`config.mk`:
```
export PLATFORM = sky130hd
export DESIGN_NAME = llc_write_decode
export DESIGN_NICKNAME = d
export VERILOG_FILES = /design/src/source/llc_mem_pkg.sv /design/src/source/llc_write_decode.sv
export SDC_FILE = /design/constraint.sdc
export NUM_CORES = 1
export LEC_CHECK = 0
export BUFFER_PORTS_ARGS = -buffer_cell sky130_fd_sc_hd__buf_2
export CAP_MARGIN = 20
export CORE_AREA = 2 2 39 41
export DETAILED_ROUTE_END_ITERATION = 8
export DIE_AREA = 0 0 41 43
export GPL_ROUTABILITY_DRIVEN = 0
export PLACE_DENSITY = 0.33
export REMOVE_ABC_BUFFERS = 1
export SLEW_MARGIN = 20
export SYNTH_ARGS = -nofsm -noshare
export SYNTH_HDL_FRONTEND = slang
export SYNTH_SLANG_ARGS = --single-unit
```
`constraint.sdc`:
```
create_clock -name vclk -period 1.6
set_input_delay 0.32 -clock vclk [all_inputs]
set_output_delay 0.32 -clock vclk [all_outputs]
set_load 0.05 [all_outputs]
```
`src/source/llc_mem_pkg.sv`:
```
////////////////////
// llc memory types
////////////////////

`default_nettype none

package llc_mem_pkg;

    // organization, ways must stay even since two ways share one ram
    localparam int llc_ways = 4;
    localparam int llc_way_bits = 2;

    // set index and its split into bank select and bank address
    localparam int llc_set_bits = 8;
    localparam int llc_bank_bits = 1;
    localparam int llc_bank_addr_bits = llc_set_bits - llc_bank_bits;
    localparam int llc_banks = 2 ** llc_bank_bits;
    localparam int llc_bank_depth = 2 ** llc_bank_addr_bits;

    // entry field widths
    localparam int llc_tag_bits = 16;
    localparam int llc_line_bits = 128;
    localparam int llc_sharers_bits = 16;
    localparam int llc_state_bits = 3;

    // set index
    typedef logic [llc_set_bits-1:0] llc_set_t;

    // way index
    typedef logic [llc_way_bits-1:0] llc_way_t;

    // one bit per way
    typedef logic [llc_ways-1:0] llc_way_mask_t;

    // bank select taken from the set msbs
    typedef logic [llc_bank_bits-1:0] llc_bank_t;

    // address inside one bank
    typedef logic [llc_bank_addr_bits-1:0] llc_bank_addr_t;

    typedef logic [llc_tag_bits-1:0] llc_tag_t;

    typedef logic [llc_line_bits-1:0] llc_line_t;

    // one bit per private cache holding the line
    typedef logic [llc_sharers_bits-1:0] llc_sharers_t;

    // coherence state as stored, decoded by the controller
    typedef logic [llc_state_bits-1:0] llc_state_t;

    // one cache entry, 164 bits
    typedef struct packed {
        llc_tag_t     tag;
        llc_state_t   state;
        logic         dirty;
        llc_sharers_t sharers;
        llc_line_t    line;
    } llc_entry_t;

endpackage

`default_nettype wire

```
`src/source/llc_write_decode.sv`:
```
////////////////////
// write decoder
////////////////////

`default_nettype none

module llc_write_decode (
    input  logic                       clk,
    input  logic                       rst_n,
    input  logic                       wr_en,
    input  llc_mem_pkg::llc_way_t      way,
    input  llc_mem_pkg::llc_way_mask_t wr_rst_flush,
    input  llc_mem_pkg::llc_set_t      set_in,
    output llc_mem_pkg::llc_way_mask_t way_we,
    output llc_mem_pkg::llc_way_mask_t way_fe,
    output logic [llc_mem_pkg::llc_banks-1:0] bank_we
);

    llc_mem_pkg::llc_bank_t wr_bank;
    logic wr_any;

    assign wr_bank = set_in[llc_mem_pkg::llc_set_bits-1 -: llc_mem_pkg::llc_bank_bits];

    // any entry write, full or flush, opens the addressed bank
    assign wr_any = wr_en || (|wr_rst_flush);

    // per-way enables
    // a full write takes priority, so flush only marks ways not fully written
    always_comb begin
        for (int i = 0; i < llc_mem_pkg::llc_ways; i++) begin
            way_we[i] = wr_en && (way == llc_mem_pkg::llc_way_t'(i));
            way_fe[i] = wr_rst_flush[i] && !way_we[i];
        end
    end

    // only the bank named by the set msbs
    always_comb begin
        for (int b = 0; b < llc_mem_pkg::llc_banks; b++) begin
            bank_we[b] = wr_any && (wr_bank == llc_mem_pkg::llc_bank_t'(b));
        end
    end

    // at most one way takes a full entry per cycle
    way_we_onehot: assert property (
        @(posedge clk) disable iff (!rst_n)
        $onehot0(way_we)
    ) else begin
        $error("way_we not one-hot: %b", way_we);
    end

    // the controller must present a clean way and set with every write
    wr_addr_known: assert property (
        @(posedge clk) disable iff (!rst_n)
        wr_any |-> !$isunknown({way, set_in})
    ) else begin
        $error("write with unknown way or set");
    end

endmodule

`default_nettype wire

```
# ---- Word-level counts from Yosys, hierarchy flattened
# Cells that the tools add are included.
dict set report totals {
  mem_count 0
  input_bits 17
  rom_bits 0
  regBits 0
  out_inout_bits 10
  latchBits 0
  ramBits 0
  wordCells 21
}
dict set report classes {
  shift 0
  mul 0
  n_addsub 0
  bitwise_logic 1
  reduce_logical 17
  magnitude_cmp 0
  n_div 0
  mux 0
  n_eq_ne 3
}
# operator count
set op_table {}
lappend op_table {{$logic_and A1 B1 Y1} 10}
lappend op_table {{$eq A2 B2 Y1 const B} 2}
lappend op_table {{$logic_not A1 Y1} 4}
lappend op_table {{$reduce_or A4 Y1} 1}
lappend op_table {{$eq A2 B1 Y1 const B} 1}
lappend op_table {{$logic_not A2 Y1} 1}
lappend op_table {{$logic_or A1 B1 Y1} 1}
lappend op_table {{$not A1 Y1} 1}

# ---- Logic depth before layout (Yosys ltp)
dict set report depth {
  depth_word 4
  mapped_depth 2
  depth_no_buf 2
}

# ---- Least setup slack after synthesis
# No wires, ideal clock.
dict set report synth_path {
  path_kind {input -> output}
  start {input way[1]}
  end {output way_fe[0]}
  path_stages 2
  setup_slack_ns -0.166
  required_ns 1.280
  arrival_time_ns 1.446
  path_cell_list {nor3b_2 nor2b_1}
}
dict set report synth_via {
  elab_chain_cells 4
}
# element line
set synth_lines {}
lappend synth_lines {{start: declaration} llc_write_decode.sv:11} ;# input llc_mem_pkg::llc_way_t way,
lappend synth_lines {{$logic_not A2 Y1} llc_write_decode.sv:31} ;# way_we[i] = wr_en && (way == llc_mem_pkg::llc_way_t'(i));
lappend synth_lines {{$logic_and A1 B1 Y1} llc_write_decode.sv:31}
lappend synth_lines {{$logic_not A1 Y1} llc_write_decode.sv:32} ;# way_fe[i] = wr_rst_flush[i] && !way_we[i];
lappend synth_lines {{$logic_and A1 B1 Y1} llc_write_decode.sv:32}
lappend synth_lines {{end: declaration} llc_write_decode.sv:15} ;# output llc_mem_pkg::llc_way_mask_t way_fe,
# Every way passes these cells.

# ---- Final worst setup path
dict set report layout_path {
  start {input wr_en}
  end {output bank_we[0] in the netlist's numbering}
}
dict set report layout_via {
  elab_chain_cells 2
}
# element line
set layout_lines {}
lappend layout_lines {{start: declaration} llc_write_decode.sv:10} ;# input logic wr_en,
lappend layout_lines {{$logic_or A1 B1 Y1} llc_write_decode.sv:25} ;# assign wr_any = wr_en || (|wr_rst_flush);
lappend layout_lines {{$logic_and A1 B1 Y1} llc_write_decode.sv:39} ;# bank_we[b] = wr_any && (wr_bank == llc_mem_pkg::llc_bank_t'(b));
lappend layout_lines {{end: declaration} llc_write_decode.sv:16} ;# output logic [llc_mem_pkg::llc_banks-1:0] bank_we
# Every way passes these cells.

==> flow_metrics.tcl <==
set metrics [dict create \
    vias 160 \
    regArea_um2 0 \
    fp.dieH_um 43 \
    status "completed" \
    layout-drive-gt1-share 0.6452 \
    placed_cells 47 \
    finalSetupViolCount 0 \
    antenna_found_initial 0 \
    setup_ws_ns 0.1930 \
    tightest_slew_ns 0.2737 \
    routed_wl_um 317 \
    port-buffer-count 18 \
    nNetsFinal 50 \
    fill_cells 165 \
    synth_area_per_cell_um2 6.737 \
    synth_cell_type_count 11 \
    tns_ns 0 \
    slew_viol_final 0 \
    holdWs_ns 0.9531 \
    wl_per_cell_um 6.745 \
    max_slew_margin 0.8160 \
    multiInputGateArea_um2 83.83 \
    overflow 0 \
    leakagePower_nw 0.1168 \
    instances_no_fill 47 \
    p_total_mw 0.08893 \
    final_area_um2 197.7 \
    period_share 0.8794 \
    area_delta_synth_final_pct 125.7 \
    grt_pass1_wl_um 358 \
    cp_data_required_time_ns 1.28 \
    holdBufCountCts 0 \
    p_per_area_mw_per_mm2 449.9 \
    ant_nets 0 \
    grt_max_degree 6 \
    boundaryPins 27 \
    drc_errors 0 \
    worstPathArrival_ns 1.09 \
    dpl.hpwl_um 294.3 \
    min_path_type "in -> out" \
    clock.fmax_mhz 710.7 \
    yosysWarnings 0 \
    grt_pass1_vias 100 \
    startpoint_type "input pin" \
    flops_and_latches 0 \
    initial_core_util 0.06329 \
    maxCapViolations 0 \
    nClkBuffers 0 \
    finalHoldViolCount 0 \
    cp-end-kind "primary output" \
    cp-startpoint "wr_en" \
    core_region_area_mm2 0.001384 \
    place_ws_ns 0.1889 \
    crit_path_end "bank_we[0]" \
    dieArea_mm2 0.001763 \
    dieWidth_um 41 \
    finalCriticalPeriod_ns 1.407 \
    syn_inst 13 \
    placedInstanceArea_um2 197.7 \
    num_rows 14 \
    post-route-util 0.1429 \
    rsz0062_at_grt "no" \
    drt-vias-per-instance 3.404 \
    netlist_area_um2 87.58 \
    antennaDiodeCount 0 \
    post_cts_buffers 0 \
    drtPass1Iterations 2 \
    global_route.usage.total 0.02697 \
    path_class "in -> out" \
    yosysSeqAreaShare 0 \
    post_cts_resized 0 \
    drt_iter0_markers 4 \
    ir_drop_mv 0.04783 \
    crit_path_max_fanout 5 \
]
## cell families (layout without fill, tap and decap cells)
logic type      count (synthesis)  in the layout  synth area share
compound gates                  3              3            0.2286
simple gates                    9              9            0.7286
buf+inv                         1             19           0.04282
## layer usage
layer,global-route usage,vias up,routed length [um],share of wire
met1,0.02215,66,113,0.36
met2,0.05625,12,135,0.43
met4,0,0,0,0
met5,0,-,0,0
met3,0.01047,0,68,0.21
li1,-,82,-,-
## worst max-delay path: stages
cell,delay [ns]
buf_2,0.12
nor4_2,0.32
a21oi_1,0.10
buf_2,0.22
## layout make-up
type,count,area share
Timing Repair Buffer,18,0.4557
Multi-Input combinational cell,12,0.4240
Tap cell,16,0.1013
Inverter,1,0.01899
## report_power, final
part | switching [mW] | total (mW) | internal (mW) | leakage, nW
Clock | 0 | 0 | 0 | 0
Combinational | 0.0655 | 0.0889 | 0.0234 | 0.117
Sequential | 0 | 0 | 0 | 0
## how the worst min path moves through the flow
stage | startpoint | endpoint | slack [ns] | cells after the start
after floorplan | way[0] | way_we[0] | 0.75 | 1
after global routing | set_in[7] | bank_we[0] | 0.96 | 3
final | set_in[7] | bank_we[0] | 0.95 | 3
after CTS | set_in[7] | bank_we[0] | 0.96 | 3
after detailed placement | set_in[7] | bank_we[0] | 0.95 | 3
after global placement | set_in[7] | bank_we[0] | 0.95 | 3
## layout by cell type, fill, tap and decap left out
cell type   n
nor4_2      1
and3_1      1
o21a_1      1
buf_2      18
nor3b_2     1
nor2_1      2
nand2_1     1
a21boi_1    1
nor2b_1     2
inv_1       1
and3b_1     1
a21oi_1     1
## synthesized netlist by cell type
| cell | instances | share of area |
|---|---|---|
| nor2_1 | 2 | 0.086 |
| nor2b_1 | 2 | 0.14 |
| a21boi_1 | 1 | 0.086 |
| a21oi_1 | 1 | 0.057 |
| and3_1 | 1 | 0.071 |
| and3b_1 | 1 | 0.10 |
| inv_1 | 1 | 0.043 |
| nand2_1 | 1 | 0.043 |
| nor3b_2 | 1 | 0.14 |
| nor4_2 | 1 | 0.14 |
| o21a_1 | 1 | 0.086 |
No activity file was read; power rests on OpenSTA's default activity.
